[src/hw/vrf_cfg.svh]
/* Sizes for the banked vector register file.
   Bank counts must be powers of two and divide the register and mask counts.
   The issue and collect logic assume exactly two data read ports. */
`ifndef VRF_CFG_SVH
`define VRF_CFG_SVH

// Data banks and ports
`define VRF_BANKS   4
`define VRF_RPORTS  2
`define VRF_WPORTS  2
`define VRF_NREGS   32
`define VRF_VLMAX   4

// Mask banks, one read and one write port
`define VRF_MBANKS  2
`define VRF_NMASKS  8

`endif

[src/hw/vrf_pkg.sv]
/* Types shared by the register file, the issue stage and the collector.
   Elements are raw bf16 bit patterns; no arithmetic is done on them. */
`include "vrf_cfg.svh"

package vrf_pkg;

    typedef logic [15:0] elem_t;
    typedef elem_t [`VRF_VLMAX-1:0] vreg_t;
    typedef logic [`VRF_VLMAX-1:0] vmask_t;

    typedef logic [$clog2(`VRF_NREGS)-1:0] reg_idx_t;
    typedef logic [$clog2(`VRF_NMASKS)-1:0] mask_idx_t;

    // One full set of register file requests
    typedef struct packed {
        logic [`VRF_RPORTS-1:0] ren;
        reg_idx_t [`VRF_RPORTS-1:0] vs;
        logic [`VRF_WPORTS-1:0] wen;
        reg_idx_t [`VRF_WPORTS-1:0] vd;
        vreg_t [`VRF_WPORTS-1:0] wdata;
        logic mren;
        mask_idx_t vms;
        logic mwen;
        mask_idx_t vmd;
        vmask_t mwdata;
    } vrf_req_t;

    typedef enum logic {
        READY,
        CONFLICT
    } conflict_state_t;

endpackage

[src/hw/vrf_if.sv]
/* Request and result bus between issue, register file and collector.
   req_valid may only be high while busy is low.
   dvalid and mvalid are single-cycle pulses. */
`include "vrf_cfg.svh"

interface vrf_if
    import vrf_pkg::*;
();

    vrf_req_t req;
    logic req_valid;
    logic busy;

    vreg_t [`VRF_RPORTS-1:0] rdata;
    logic [`VRF_RPORTS-1:0] dvalid;
    vmask_t mdata;
    logic mvalid;

    modport issue (
        output req, req_valid,
        input busy
    );

    modport regfile (
        input req, req_valid,
        output busy, rdata, dvalid, mdata, mvalid
    );

    modport collect (
        input req, req_valid, rdata, dvalid, mdata, mvalid
    );

endinterface

[src/hw/vrf_bank.sv]
/* Single bank with one read and one write port.
   Read data appears the cycle after i_ren and shows the contents from before
   a write at the same edge. Contents are undefined after power-up. */

module vrf_bank #(
    parameter type row_t = logic [63:0],
    parameter int NROWS = 8
)(
    input  logic CLK,
    input  logic i_ren,
    input  logic [$clog2(NROWS)-1:0] i_raddr,
    output row_t o_rdata,
    input  logic i_wen,
    input  logic [$clog2(NROWS)-1:0] i_waddr,
    input  row_t i_wdata
);

    row_t mem [NROWS];

    always_ff @(posedge CLK) begin
        if (i_ren) begin
            o_rdata <= mem[i_raddr];
        end
    end

    always_ff @(posedge CLK) begin
        if (i_wen) begin
            mem[i_waddr] <= i_wdata;
        end
    end

endmodule

[src/hw/vrf_banked.sv]
/* Banked register file. Bank is the low bits of the register number.
   Same-bank requests are served lowest port first, the rest from pending masks
   while busy is high. Writes wait behind later reads of their bank, so every
   read of a request set sees the data from before that set. */
`include "vrf_cfg.svh"

module vrf_banked
    import vrf_pkg::*;
(
    input logic CLK,
    input logic nRST,
    vrf_if.regfile vif
);

    localparam int BW = $clog2(`VRF_BANKS);
    localparam int MBW = $clog2(`VRF_MBANKS);
    localparam int DROWS = `VRF_NREGS / `VRF_BANKS;
    localparam int MROWS = `VRF_NMASKS / `VRF_MBANKS;
    localparam int DRW = $clog2(DROWS);
    localparam int MRW = $clog2(MROWS);

    conflict_state_t state, state_nxt;
    vrf_req_t req_q, cur;

    logic [`VRF_RPORTS-1:0] rreqs [`VRF_BANKS];
    logic [`VRF_RPORTS-1:0] rpend [`VRF_BANKS];
    logic [`VRF_RPORTS-1:0] rpend_nxt [`VRF_BANKS];
    logic [`VRF_WPORTS-1:0] wreqs [`VRF_BANKS];
    logic [`VRF_WPORTS-1:0] wpend [`VRF_BANKS];
    logic [`VRF_WPORTS-1:0] wpend_nxt [`VRF_BANKS];

    logic [`VRF_BANKS-1:0] b_ren, b_wen;
    logic [DRW-1:0] b_raddr [`VRF_BANKS];
    logic [DRW-1:0] b_waddr [`VRF_BANKS];
    vreg_t b_wdata [`VRF_BANKS];
    vreg_t b_rdata [`VRF_BANKS];

    // Port tag of each bank read, used when the data comes back
    logic [`VRF_RPORTS-1:0] rtag [`VRF_BANKS];
    logic [`VRF_RPORTS-1:0] rtag_q [`VRF_BANKS];
    logic [`VRF_BANKS-1:0] rvld_q;

    logic mren, mwen;
    logic [`VRF_MBANKS-1:0] mb_ren, mb_wen;
    vmask_t mb_rdata [`VRF_MBANKS];
    logic [MBW-1:0] msel_q;
    logic mvld_q;

    always_comb begin
        logic [`VRF_RPORTS-1:0] rwin;
        logic [`VRF_WPORTS-1:0] wwin;
        logic pending;

        cur = (state == CONFLICT) ? req_q : vif.req;
        for (int b = 0; b < `VRF_BANKS; b++) begin
            rreqs[b] = '0;
            wreqs[b] = '0;
        end
        if (state == CONFLICT) begin
            rreqs = rpend;
            wreqs = wpend;
        end else if (vif.req_valid) begin
            for (int p = 0; p < `VRF_RPORTS; p++) begin
                if (cur.ren[p]) rreqs[cur.vs[p][BW-1:0]][p] = 1'b1;
            end
            for (int p = 0; p < `VRF_WPORTS; p++) begin
                if (cur.wen[p]) wreqs[cur.vd[p][BW-1:0]][p] = 1'b1;
            end
        end
        rpend_nxt = rreqs;
        wpend_nxt = wreqs;

        for (int b = 0; b < `VRF_BANKS; b++) begin
            b_ren[b] = 1'b0;
            b_wen[b] = 1'b0;
            b_raddr[b] = '0;
            b_waddr[b] = '0;
            b_wdata[b] = '0;
            rtag[b] = '0;
            // Lowest requesting port wins
            rwin = rreqs[b] & (~rreqs[b] + 1'b1);
            if (|rreqs[b]) begin
                b_ren[b] = 1'b1;
                rtag[b] = rwin;
                for (int p = 0; p < `VRF_RPORTS; p++) begin
                    if (rwin[p]) b_raddr[b] = DRW'(cur.vs[p] >> BW);
                end
                rpend_nxt[b] = rreqs[b] & ~rwin;
            end
            wwin = wreqs[b] & (~wreqs[b] + 1'b1);
            if (|wreqs[b] && rpend_nxt[b] == '0) begin
                b_wen[b] = 1'b1;
                for (int p = 0; p < `VRF_WPORTS; p++) begin
                    if (wwin[p]) begin
                        b_waddr[b] = DRW'(cur.vd[p] >> BW);
                        b_wdata[b] = cur.wdata[p];
                    end
                end
                wpend_nxt[b] = wreqs[b] & ~wwin;
            end
        end

        pending = 1'b0;
        for (int b = 0; b < `VRF_BANKS; b++) begin
            pending = pending || (|rpend_nxt[b]) || (|wpend_nxt[b]);
        end
        state_nxt = pending ? CONFLICT : READY;
    end

    // Single mask ports never conflict, so they only go out with a new set
    assign mren = vif.req_valid && vif.req.mren;
    assign mwen = vif.req_valid && vif.req.mwen;

    always_comb begin
        for (int m = 0; m < `VRF_MBANKS; m++) begin
            mb_ren[m] = mren && (vif.req.vms[MBW-1:0] == MBW'(m));
            mb_wen[m] = mwen && (vif.req.vmd[MBW-1:0] == MBW'(m));
        end
    end

    always_ff @(posedge CLK, negedge nRST) begin
        if (!nRST) begin
            state <= READY;
            rpend <= '{default: '0};
            wpend <= '{default: '0};
            rvld_q <= '0;
            mvld_q <= 1'b0;
        end else begin
            state <= state_nxt;
            rpend <= rpend_nxt;
            wpend <= wpend_nxt;
            rvld_q <= b_ren;
            mvld_q <= mren;
        end
    end

    always_ff @(posedge CLK) begin
        if (vif.req_valid) begin
            req_q <= vif.req;
        end
        rtag_q <= rtag;
        msel_q <= vif.req.vms[MBW-1:0];
    end

    assign vif.busy = (state == CONFLICT);

    for (genvar b = 0; b < `VRF_BANKS; b++) begin : g_dbank
        vrf_bank #(
            .row_t (vreg_t),
            .NROWS (DROWS)
        ) bank_i (
            .CLK     (CLK),
            .i_ren   (b_ren[b]),
            .i_raddr (b_raddr[b]),
            .o_rdata (b_rdata[b]),
            .i_wen   (b_wen[b]),
            .i_waddr (b_waddr[b]),
            .i_wdata (b_wdata[b])
        );
    end

    for (genvar m = 0; m < `VRF_MBANKS; m++) begin : g_mbank
        vrf_bank #(
            .row_t (vmask_t),
            .NROWS (MROWS)
        ) bank_i (
            .CLK     (CLK),
            .i_ren   (mb_ren[m]),
            .i_raddr (MRW'(vif.req.vms >> MBW)),
            .o_rdata (mb_rdata[m]),
            .i_wen   (mb_wen[m]),
            .i_waddr (MRW'(vif.req.vmd >> MBW)),
            .i_wdata (vif.req.mwdata)
        );
    end

    // Steer returning bank data to the port that asked for it
    always_comb begin
        vif.rdata = '0;
        vif.dvalid = '0;
        for (int b = 0; b < `VRF_BANKS; b++) begin
            for (int p = 0; p < `VRF_RPORTS; p++) begin
                if (rvld_q[b] && rtag_q[b][p]) begin
                    vif.rdata[p] = b_rdata[b];
                    vif.dvalid[p] = 1'b1;
                end
            end
        end
    end

    assign vif.mdata = mb_rdata[msel_q];
    assign vif.mvalid = mvld_q;

endmodule

[src/hw/vrf_collect.sv]
/* Gathers read results that return in different cycles.
   o_opnd_valid pulses one cycle after the last expected result.
   A new request set may start in the cycle the previous one completes. */
`include "vrf_cfg.svh"

module vrf_collect
    import vrf_pkg::*;
(
    input  logic CLK,
    input  logic nRST,
    vrf_if.collect vif,
    output logic o_opnd_valid,
    output vreg_t o_src1,
    output vreg_t o_src2,
    output vmask_t o_mask
);

    logic active;
    logic [`VRF_RPORTS-1:0] exp_d, got_d, got_d_nxt;
    logic exp_m, got_m, got_m_nxt;
    logic done;
    vreg_t src_q [`VRF_RPORTS];
    vreg_t src_cur [`VRF_RPORTS];
    vmask_t mask_q, mask_cur;

    // Results arriving this cycle count as present
    always_comb begin
        got_d_nxt = got_d | vif.dvalid;
        got_m_nxt = got_m | vif.mvalid;
        for (int p = 0; p < `VRF_RPORTS; p++) begin
            src_cur[p] = vif.dvalid[p] ? vif.rdata[p] : src_q[p];
        end
        mask_cur = vif.mvalid ? vif.mdata : mask_q;
        done = active && ((exp_d & ~got_d_nxt) == '0) && (!exp_m || got_m_nxt);
    end

    always_ff @(posedge CLK, negedge nRST) begin
        if (!nRST) begin
            active <= 1'b0;
            exp_d <= '0;
            exp_m <= 1'b0;
            got_d <= '0;
            got_m <= 1'b0;
            o_opnd_valid <= 1'b0;
        end else begin
            o_opnd_valid <= done;
            got_d <= got_d_nxt;
            got_m <= got_m_nxt;
            if (done) begin
                active <= 1'b0;
                got_d <= '0;
                got_m <= 1'b0;
            end
            if (vif.req_valid) begin
                active <= 1'b1;
                exp_d <= vif.req.ren;
                exp_m <= vif.req.mren;
                got_d <= '0;
                got_m <= 1'b0;
            end
        end
    end

    always_ff @(posedge CLK) begin
        src_q <= src_cur;
        mask_q <= mask_cur;
        if (done) begin
            o_src1 <= src_cur[0];
            o_src2 <= src_cur[1];
            o_mask <= exp_m ? mask_cur : '0;
        end
    end

endmodule

[src/hw/vrf_issue.sv]
/* Holds one accepted operation and launches it when the register file is free.
   Both source registers are always read; the mask read is optional.
   Only one operation is held, so o_op_ready is low until it launches. */
`include "vrf_cfg.svh"

module vrf_issue
    import vrf_pkg::*;
(
    input  logic CLK,
    input  logic nRST,
    input  logic i_op_valid,
    input  reg_idx_t i_vs1,
    input  reg_idx_t i_vs2,
    input  logic i_use_mask,
    input  mask_idx_t i_vm,
    input  logic [`VRF_WPORTS-1:0] i_wen,
    input  reg_idx_t [`VRF_WPORTS-1:0] i_vd,
    input  vreg_t [`VRF_WPORTS-1:0] i_wdata,
    input  logic i_mwen,
    input  mask_idx_t i_vmd,
    input  vmask_t i_mwdata,
    output logic o_op_ready,
    vrf_if.issue vif
);

    logic held;
    logic accept;
    vrf_req_t op_q;

    assign accept = i_op_valid && o_op_ready;
    assign o_op_ready = !held;

    always_ff @(posedge CLK, negedge nRST) begin
        if (!nRST) begin
            held <= 1'b0;
        end else if (accept) begin
            held <= 1'b1;
        end else if (vif.req_valid) begin
            held <= 1'b0;
        end
    end

    // Port 0 reads vs1, port 1 reads vs2
    always_ff @(posedge CLK) begin
        if (accept) begin
            op_q.ren <= '1;
            op_q.vs[0] <= i_vs1;
            op_q.vs[1] <= i_vs2;
            op_q.wen <= i_wen;
            op_q.vd <= i_vd;
            op_q.wdata <= i_wdata;
            op_q.mren <= i_use_mask;
            op_q.vms <= i_vm;
            op_q.mwen <= i_mwen;
            op_q.vmd <= i_vmd;
            op_q.mwdata <= i_mwdata;
        end
    end

    assign vif.req = op_q;
    assign vif.req_valid = held && !vif.busy;

endmodule

[src/hw/vrf_top.sv]
/* Operand path top level: issue stage, banked register file, collector.
   One operation in flight at a time; latency is 3 or 4 cycles.
   o_src1, o_src2 and o_mask are valid while o_opnd_valid is high. */
`include "vrf_cfg.svh"

module vrf_top
    import vrf_pkg::*;
(
    input  logic CLK,
    input  logic nRST,
    input  logic i_op_valid,
    input  reg_idx_t i_vs1,
    input  reg_idx_t i_vs2,
    input  logic i_use_mask,
    input  mask_idx_t i_vm,
    input  logic [`VRF_WPORTS-1:0] i_wen,
    input  reg_idx_t [`VRF_WPORTS-1:0] i_vd,
    input  vreg_t [`VRF_WPORTS-1:0] i_wdata,
    input  logic i_mwen,
    input  mask_idx_t i_vmd,
    input  vmask_t i_mwdata,
    output logic o_op_ready,
    output logic o_opnd_valid,
    output vreg_t o_src1,
    output vreg_t o_src2,
    output vmask_t o_mask
);

    vrf_if vif ();

    vrf_issue issue_i (
        .CLK        (CLK),
        .nRST       (nRST),
        .i_op_valid (i_op_valid),
        .i_vs1      (i_vs1),
        .i_vs2      (i_vs2),
        .i_use_mask (i_use_mask),
        .i_vm       (i_vm),
        .i_wen      (i_wen),
        .i_vd       (i_vd),
        .i_wdata    (i_wdata),
        .i_mwen     (i_mwen),
        .i_vmd      (i_vmd),
        .i_mwdata   (i_mwdata),
        .o_op_ready (o_op_ready),
        .vif        (vif.issue)
    );

    vrf_banked banked_i (
        .CLK  (CLK),
        .nRST (nRST),
        .vif  (vif.regfile)
    );

    vrf_collect collect_i (
        .CLK          (CLK),
        .nRST         (nRST),
        .vif          (vif.collect),
        .o_opnd_valid (o_opnd_valid),
        .o_src1       (o_src1),
        .o_src2       (o_src2),
        .o_mask       (o_mask)
    );

endmodule

[config.mk]
export PLATFORM = sky130hd
export DESIGN_NAME = vrf_top
export DESIGN_NICKNAME = d
export VERILOG_FILES = /design/src/hw/vrf_pkg.sv /design/src/hw/vrf_if.sv /design/src/hw/vrf_bank.sv /design/src/hw/vrf_banked.sv /design/src/hw/vrf_collect.sv /design/src/hw/vrf_issue.sv /design/src/hw/vrf_top.sv
export VERILOG_INCLUDE_DIRS = /design/src /design/src/hw
export SDC_FILE = /design/constraint.sdc
export NUM_CORES = 2
export LEC_CHECK = 0
export BUFFER_PORTS_ARGS = -buffer_cell sky130_fd_sc_hd__buf_2
export CORE_ASPECT_RATIO = 0.6
export CORE_MARGIN = 2
export CORE_UTILIZATION = 50
export DETAILED_ROUTE_END_ITERATION = 16
export HOLD_SLACK_MARGIN = 0.08
export PLACE_DENSITY = 0.66
export SLEW_MARGIN = 5
export SYNTH_ARGS = -nofsm -noshare
export SYNTH_HDL_FRONTEND = slang
export SYNTH_SLANG_ARGS = --single-unit
[constraint.sdc]
create_clock -name CLK -period 12 [get_ports CLK]
set_input_delay 1.2 -clock CLK [delete_from_list [all_inputs] [get_ports CLK]]
set_output_delay 1.2 -clock CLK [all_outputs]
set_load 0.02 [all_outputs]
# ---- Yosys cells after proc, flatten, opt, wreduce, memory -nomap -nowiden
# Memories as Yosys holds them, arrays and structs flattened. A register that Yosys moved wholly into a read port is not among the register bits.
# Cells that the tools add are included.
dict set report totals {
  ff_bits 627
  latchBits 0
  mem_bits_rw 2080
  rom_bits 0
  inputBits 165
  output_inout_bits 134
  word_cells 321
  n_memories 6
}
# name words word_bits read_ports rd_clocked_by_memory_dff wr line
set mem_list {}
lappend mem_list {{banked_i.g_dbank[0].bank_i.mem} 8 64 1 1 1 vrf_bank.sv:18} ;# row_t mem [NROWS];
lappend mem_list {{banked_i.g_dbank[1].bank_i.mem} 8 64 1 1 1 vrf_bank.sv:18}
lappend mem_list {{banked_i.g_dbank[2].bank_i.mem} 8 64 1 1 1 vrf_bank.sv:18}
lappend mem_list {{banked_i.g_dbank[3].bank_i.mem} 8 64 1 1 1 vrf_bank.sv:18}
lappend mem_list {{banked_i.g_mbank[0].bank_i.mem} 4 4 1 1 1 vrf_bank.sv:18}
lappend mem_list {{banked_i.g_mbank[1].bank_i.mem} 4 4 1 1 1 vrf_bank.sv:18}
dict set report op_classes {
  n_addsub 8
  multipliers 0
  div_mod_pow 0
  n_lt_le_gt_ge 9
  eq_ne 0
  shifts 0
  muxes 116
  bitwise_logic 45
  reduce_logical 60
}
# operator count
set ops {}
lappend ops {{$mux 64} 22}
lappend ops {{$mux 162} 1}
lappend ops {{$mux 8} 12}
lappend ops {{$mux 3} 24}
lappend ops {{$mux 1} 37}
lappend ops {{$and 2x2->2} 17}
lappend ops {{$not 2->2} 17}
lappend ops {{$reduce_or 2->1} 16}
lappend ops {{$logic_and 1x1->1} 26}
lappend ops {{$mux 2} 12}
lappend ops {{$add 2x1->2 const B} 8}
lappend ops {{$demux 2 s2} 4}
lappend ops {{$mux 4} 4}
lappend ops {{$or 8x8->8} 2}
lappend ops {{$ge 3x3->1 const B} 4}
lappend ops {{$lt 3x1->1 const B} 4}
lappend ops {{$not 2->3} 4}
lappend ops {{$logic_not 2->1} 5}
lappend ops {{$logic_or 1x1->1} 8}
lappend ops {{$reduce_bool 2->1} 2}
lappend ops {{$logic_not 1->1} 3}
lappend ops {{$ge 2x2->1 const B} 1}
lappend ops {{$not 1->1} 2}
lappend ops {{$not 1->2} 1}
lappend ops {{other kinds (2)} 2}

# ---- Depth between registers and ports, before layout
dict set report depth {
  depth_word 31
  depth_mapped 11
  mapped_depth_nobuf 7
}

# ---- By module
# Synthesis repeated with hierarchy kept, for this count alone.
dict set report unflattened {
  hier_cells 5608
  area_unflattened_um2 114028.1
}
# module n_inst cells_per_inst area_each_um2 seq_area_each_um2
set modules_own_cells {}
lappend modules_own_cells {{vrf_bank (banked_i.g_dbank[0].bank_i ...)} 4 816 21187.8 17296.6}
lappend modules_own_cells {vrf_banked 1 1679 14325.0 4934.7}
lappend modules_own_cells {vrf_collect 1 439 8536.9 6806.5}
lappend modules_own_cells {vrf_issue 1 170 4941.0 4889.7}
lappend modules_own_cells {{vrf_bank (banked_i.g_mbank[0].bank_i ...)} 2 28 737.0 600.6}

# ---- Worst setup path before layout
# OpenSTA, ideal clock, no wires.
dict set report synth_path {
  path_type {register -> register}
  from {register banked_i.state (netlist: banked_i.vif.busy)}
  to {memory banked_i.g_mbank[1].bank_i.mem[0][0] (netlist bit), enable pin}
  setup_ns 0.374
  arrival_ns 8.751
  t_required_ns 11.626
  path_slack_ns 2.875
  stages_incl_launch_ff 10
  n_path_buf 6
  period_less_slack_ns 9.125
  cell_sequence {dfrtp_1 > buf_6 > buf_6 > buf_6 > clkbuf_1 > buf_2 > buf_2 > nor2_1 > nand3_1 > nor3_1}
}
dict set report synth_via {
  elab_chain_cells 6
}
# item line
set synth_lines {}
lappend synth_lines {{start, declared} vrf_banked.sv:22} ;# conflict_state_t state, state_nxt;
lappend synth_lines {{start signal, assigned} vrf_banked.sv:129} ;# state <= state_nxt;
lappend synth_lines {{$logic_not 1->1} vrf_issue.sv:61} ;# assign vif.req_valid = held && !vif.busy;
lappend synth_lines {{$logic_and 1x1->1} vrf_issue.sv:61}
lappend synth_lines {{net banked_i.vif.req_valid} vrf_if.sv:25} ;# input req, req_valid,
lappend synth_lines {{$logic_and 1x1->1} vrf_banked.sv:112} ;# assign mwen = vif.req_valid && vif.req.mwen;
lappend synth_lines {{$logic_and 1x1->1} vrf_banked.sv:117} ;# mb_wen[m] = mwen && (vif.req.vmd[MBW-1:0] == MBW'(m));
lappend synth_lines {{$mux 1} vrf_bank.sv:27} ;# if (i_wen) begin
lappend synth_lines {{$mux 1 (implied by the code)} vrf_bank.sv:28} ;# mem[i_waddr] <= i_wdata;
lappend synth_lines {{end, declared} vrf_bank.sv:18}
# The timed path passes the listed nets, and every way through them passes these cells.

# ---- Worst setup path after layout
dict set report layout_path {
  from {register banked_i.state (netlist: banked_i.vif.busy)}
  to {register banked_i.g_dbank[2].bank_i.o_rdata[53] (netlist bit) (read register of banked_i.g_dbank[2].bank_i.mem) (data pin)}
}
dict set report layout_via {
  elab_chain_cells 19
  elab_cells_between_ends 30
  cone_classes {add/sub (1); order compare (4); mux (15); bitwise (5); reduce/logical (5)}
}
# item line
set layout_lines {}
lappend layout_lines {{$mux 162} vrf_banked.sv:54} ;# cur = (state == CONFLICT) ? req_q : vif.req;
lappend layout_lines {{$not 2->3 (implied by the code)} vrf_banked.sv:64} ;# if (cur.ren[p]) rreqs[cur.vs[p][BW-1:0]][p] = 1'b1;
lappend layout_lines {{$ge 3x3->1 (implied by the code) / $lt 3x1->1 (equally long branches)} vrf_banked.sv:64}
lappend layout_lines {{$logic_and 1x1->1 (implied by the code)} vrf_banked.sv:64}
lappend layout_lines {{$mux 1 (implied by the code)} vrf_banked.sv:64}
lappend layout_lines {{$demux 2 s2} vrf_banked.sv:64}
lappend layout_lines {{$mux 8} vrf_banked.sv:64}
lappend layout_lines {{$mux 8} vrf_banked.sv:62} ;# end else if (vif.req_valid) begin
lappend layout_lines {{[2 not listed]} n/a}
lappend layout_lines {{$mux 8} vrf_banked.sv:64}
lappend layout_lines {{$mux 8} vrf_banked.sv:62}
lappend layout_lines {{$mux 8} vrf_banked.sv:59} ;# if (state == CONFLICT) begin
lappend layout_lines {{$not 2->2} vrf_banked.sv:81} ;# rwin = rreqs[b] & (~rreqs[b] + 1'b1);
lappend layout_lines {{$add 2x1->2} vrf_banked.sv:81}
lappend layout_lines {{$and 2x2->2} vrf_banked.sv:81}
lappend layout_lines {{$mux 3 (2 in a row)} vrf_banked.sv:86} ;# if (rwin[p]) b_raddr[b] = DRW'(cur.vs[p] >> BW);
lappend layout_lines {{$mux 3} vrf_banked.sv:82} ;# if (|rreqs[b]) begin
lappend layout_lines {{end, declared} vrf_bank.sv:12} ;# output row_t o_rdata,
# Several ways; a longest one is shown, not always the timed one. The select of a mux whose other input is x is not followed.
# A chain may end at the register's enable or synchronous reset.

==> results_dict.tcl <==
set metrics [dict create \
    outcome "completed" \
    drc_errors 0 \
    dieHeight_um 379 \
    startpoint "banked_i.vif.busy" \
    rows 137 \
    drive_above_1_share_pct 17.9 \
    gp_congestion 0.884 \
    setup-tns-final_ns 0 \
    r2r-start "banked_i.vif.busy" \
    yosysTopAreaCell "edfxtp_1" \
    synth_edf_count 2778 \
    period_share_pct 49.4 \
    synthArstFlopShare_pct 1.02 \
    synth_top_area_share_pct 71.1 \
    numCtsBuffers 275 \
    startpoint_type "flip-flop" \
    power.leakage_nw 48.2 \
    worstPathArrival_ns 6.51 \
    synthTopCellsByCount "edfxtp_1 (2778), mux2i_1 (1457), nand2_1 (521)" \
    clk_latency_ns 0.85 \
    cts_setup_buffers 0 \
    post_cts_resized 0 \
    synth_seq_area_share_pct 74.2 \
    grt_pass1_vias 60800 \
    nFillCells 17800 \
    pwr_density_cell_nw_per_um2 173 \
    synth_ff_type "edfxtp_1" \
    syn-cell-area_sq_um 117000 \
    synth_cell_types 63 \
    antenna_found_initial 6 \
    synth_area_leaders "edfxtp_1 (71%), mux2i_1 (12%), mux2_2 (3.2%), dfxtp_1 (2.4%), a22oi_1 (1.9%)" \
    die-area_sq_um 239000 \
    cp.required_ns 12.58 \
    area_growth_pct 11.7 \
    max_slew.worst_pin.slew_ns 1.21 \
    clockBufferDepth 4 \
    peakVddDrop_v 0.000138 \
    yosysMostFrequentCell "edfxtp_1" \
    cp_max_fo 116 \
    clock-sinks 2949 \
    crit_type "reg2reg" \
    io_pins 299 \
    dr.pass1.iters 6 \
    clock-skew-final_ns 0.0497 \
    clk_pin_slew_ns 0.07 \
    tritoncts "built" \
    hold_buffers 0 \
    die_x_um 629 \
    syn_avg_cell_area_sq_um 17.2 \
    io_buffers 298 \
    ff2ff_setup_slack_ns 6.08 \
    hold_depth 0 \
    register_area_sq_um 87000 \
    via_per_inst 6.06 \
    r2r_cells 10 \
    grt_max_degree 139 \
    grt-ovfl-total 0 \
    period_needed_ns 5.92 \
    hold_viol_final 0 \
    timing.rr.end "banked_i.g_dbank[2].bank_i.o_rdata[53]" \
    rsz0062_at_grt "false" \
    drt-initial-drc-count 7600 \
    ant_nets 0 \
    yosys_warnings 0 \
    clock-root-buffer "clkbuf_16" \
    routed_wl_um 319000 \
    vias 63400 \
    whs_ns 0.436 \
    min_path_type "reg2reg" \
    initial_core_util_pct 50.4 \
    netlist_instances 6818 \
    drv_cap 0 \
    grt_pass1_wl_um 448000 \
    grtUsageTotal_pct 26.2 \
    place_hpwl_um 197000 \
    multiInputGateArea_sq_um 28600 \
    critPathCaptureType "flip-flop" \
    cts_htree_levels 5 \
    endpoint "banked_i.g_dbank[2].bank_i.o_rdata[53]" \
    fmaxAchievable_ghz 0.169 \
    core_area_sq_um 233000 \
    layout.nets 7298 \
    slew_viol_final 0 \
    setup_viol 0 \
    relSlewSlack_pct 18.7 \
    synth.ff_latch_count 2949 \
    routedWlPerCell_um 30.5 \
]
==> worst min-delay path by stage <==
stage / start / endpoint / slack (ns)
after floorplan: issue_i.vif.req[8] / banked_i.msel_q / 0.36
after global placement: issue_i.vif.req[8] / banked_i.msel_q / 0.42
after detailed placement: issue_i.vif.req[8] / banked_i.msel_q / 0.41
after CTS: issue_i.vif.req[8] / banked_i.msel_q / 0.44
after global routing: issue_i.vif.req[8] / banked_i.msel_q / 0.46
final: issue_i.vif.req[8] / banked_i.msel_q / 0.44
==> metal layers <==
layer,GRT usage (%),vias to the layer above,wire [um]
met2,41.2,3227,148000
met4,10.2,4,13700
li1,-,27200,-
met5,0,-,31
met3,4.99,611,28700
met1,36.4,32300,129000
==> where the power goes <==
group / switching, mW / leakage [nW] / internal, mW
combinational: 1.21 / 14.3 / 0.578
clock: 3.79 / 4.33 / 5.04
sequential: 0.211 / 29.6 / 11.8
total: 5.21 / 48.2 / 17.4
==> critical path, stage by stage, from the launching register on <==
cell     delay, ns
dfrtp_4       0.76
buf_4         0.68
nor2_1        0.18
a32oi_4       0.51
mux2i_4       0.31
buf_4         0.76
buf_12        0.51
buf_12        0.51
mux2i_1       0.34
mux2i_1       0.12
mux2_2        0.30
==> through the flow <==
stage | area, sq um | total power, mW | util [%] | std cells | worst slack (ns)
floorplan | 117000 | 13.3 | - | 6821 | 2.87
global placement | 122000 | 14.0 | 52.5 | 9983 | 6.43
CTS | 131000 | 22.7 | 56.3 | 10500 | 6.32
finish | 131000 | 22.6 | 56.3 | 10500 | 6.08
global route | 131000 | 23.2 | 56.3 | 10500 | 6.00
detailed placement | 122000 | 14.0 | 52.5 | 9983 | 6.30
==> cell usage in the layout (no fill, tap or decap), types with 36 or more instances in the layout <==
master     count
a21oi_1       50
a221oi_2      61
a22oi_1      292
a32o_1        64
buf_2        298
buf_4        126
clkbuf_1      54
clkbuf_16    286
clkinv_1      42
clkinv_2      36
dfxtp_1      141
edfxtp_1    2778
mux2_2       332
mux2i_1     1457
nand2_1      513
nor2_1       282
o211ai_1     106
o21ai_0      136
==> kinds of logic (layout without fill, tap and decap cells) <==
group	count (synthesis)	count (layout)	share of synthesized area [%]
compound gates	752	752	5.04
buf+inv	408	920	1.85
flops	2949	2949	74.2
mux	1803	1803	15.9
other cells	1	7	0.00320
simple gates	905	905	3.08
==> registers in the layout, summed over array words and instances (netlist names), 2 cells and up <==
register and cells:
banked_i.g_dbank.bank_i.o_rdata 256, collect_i.o_src2 64, banked_i.rpend 8, banked_i.g_mbank.bank_i.o_rdata 8, collect_i.mask_q 4, banked_i.req_q 140
collect_i.got_d 2, banked_i.wpend 8, collect_i.o_src1 64, collect_i.src_q 128, banked_i.rtag_q 8, banked_i.g_mbank.bank_i.mem 32
collect_i.o_mask 4, banked_i.rvld_q 4, issue_i.vif.req 162, banked_i.g_dbank.bank_i.mem 2048
==> final cells by class <==
cell class              instances  share of cell area, %
diodes                          3                0.00573
clock buffers                 347                   5.69
clock inverters               130                   1.08
inverters                      11                 0.0353
multi-input cells            3464                   21.8
flip-flops and latches       2949                   66.4
well taps                    3127                   2.99
repair buffers                432                   1.98
Power figures use the tool's default switching activity.
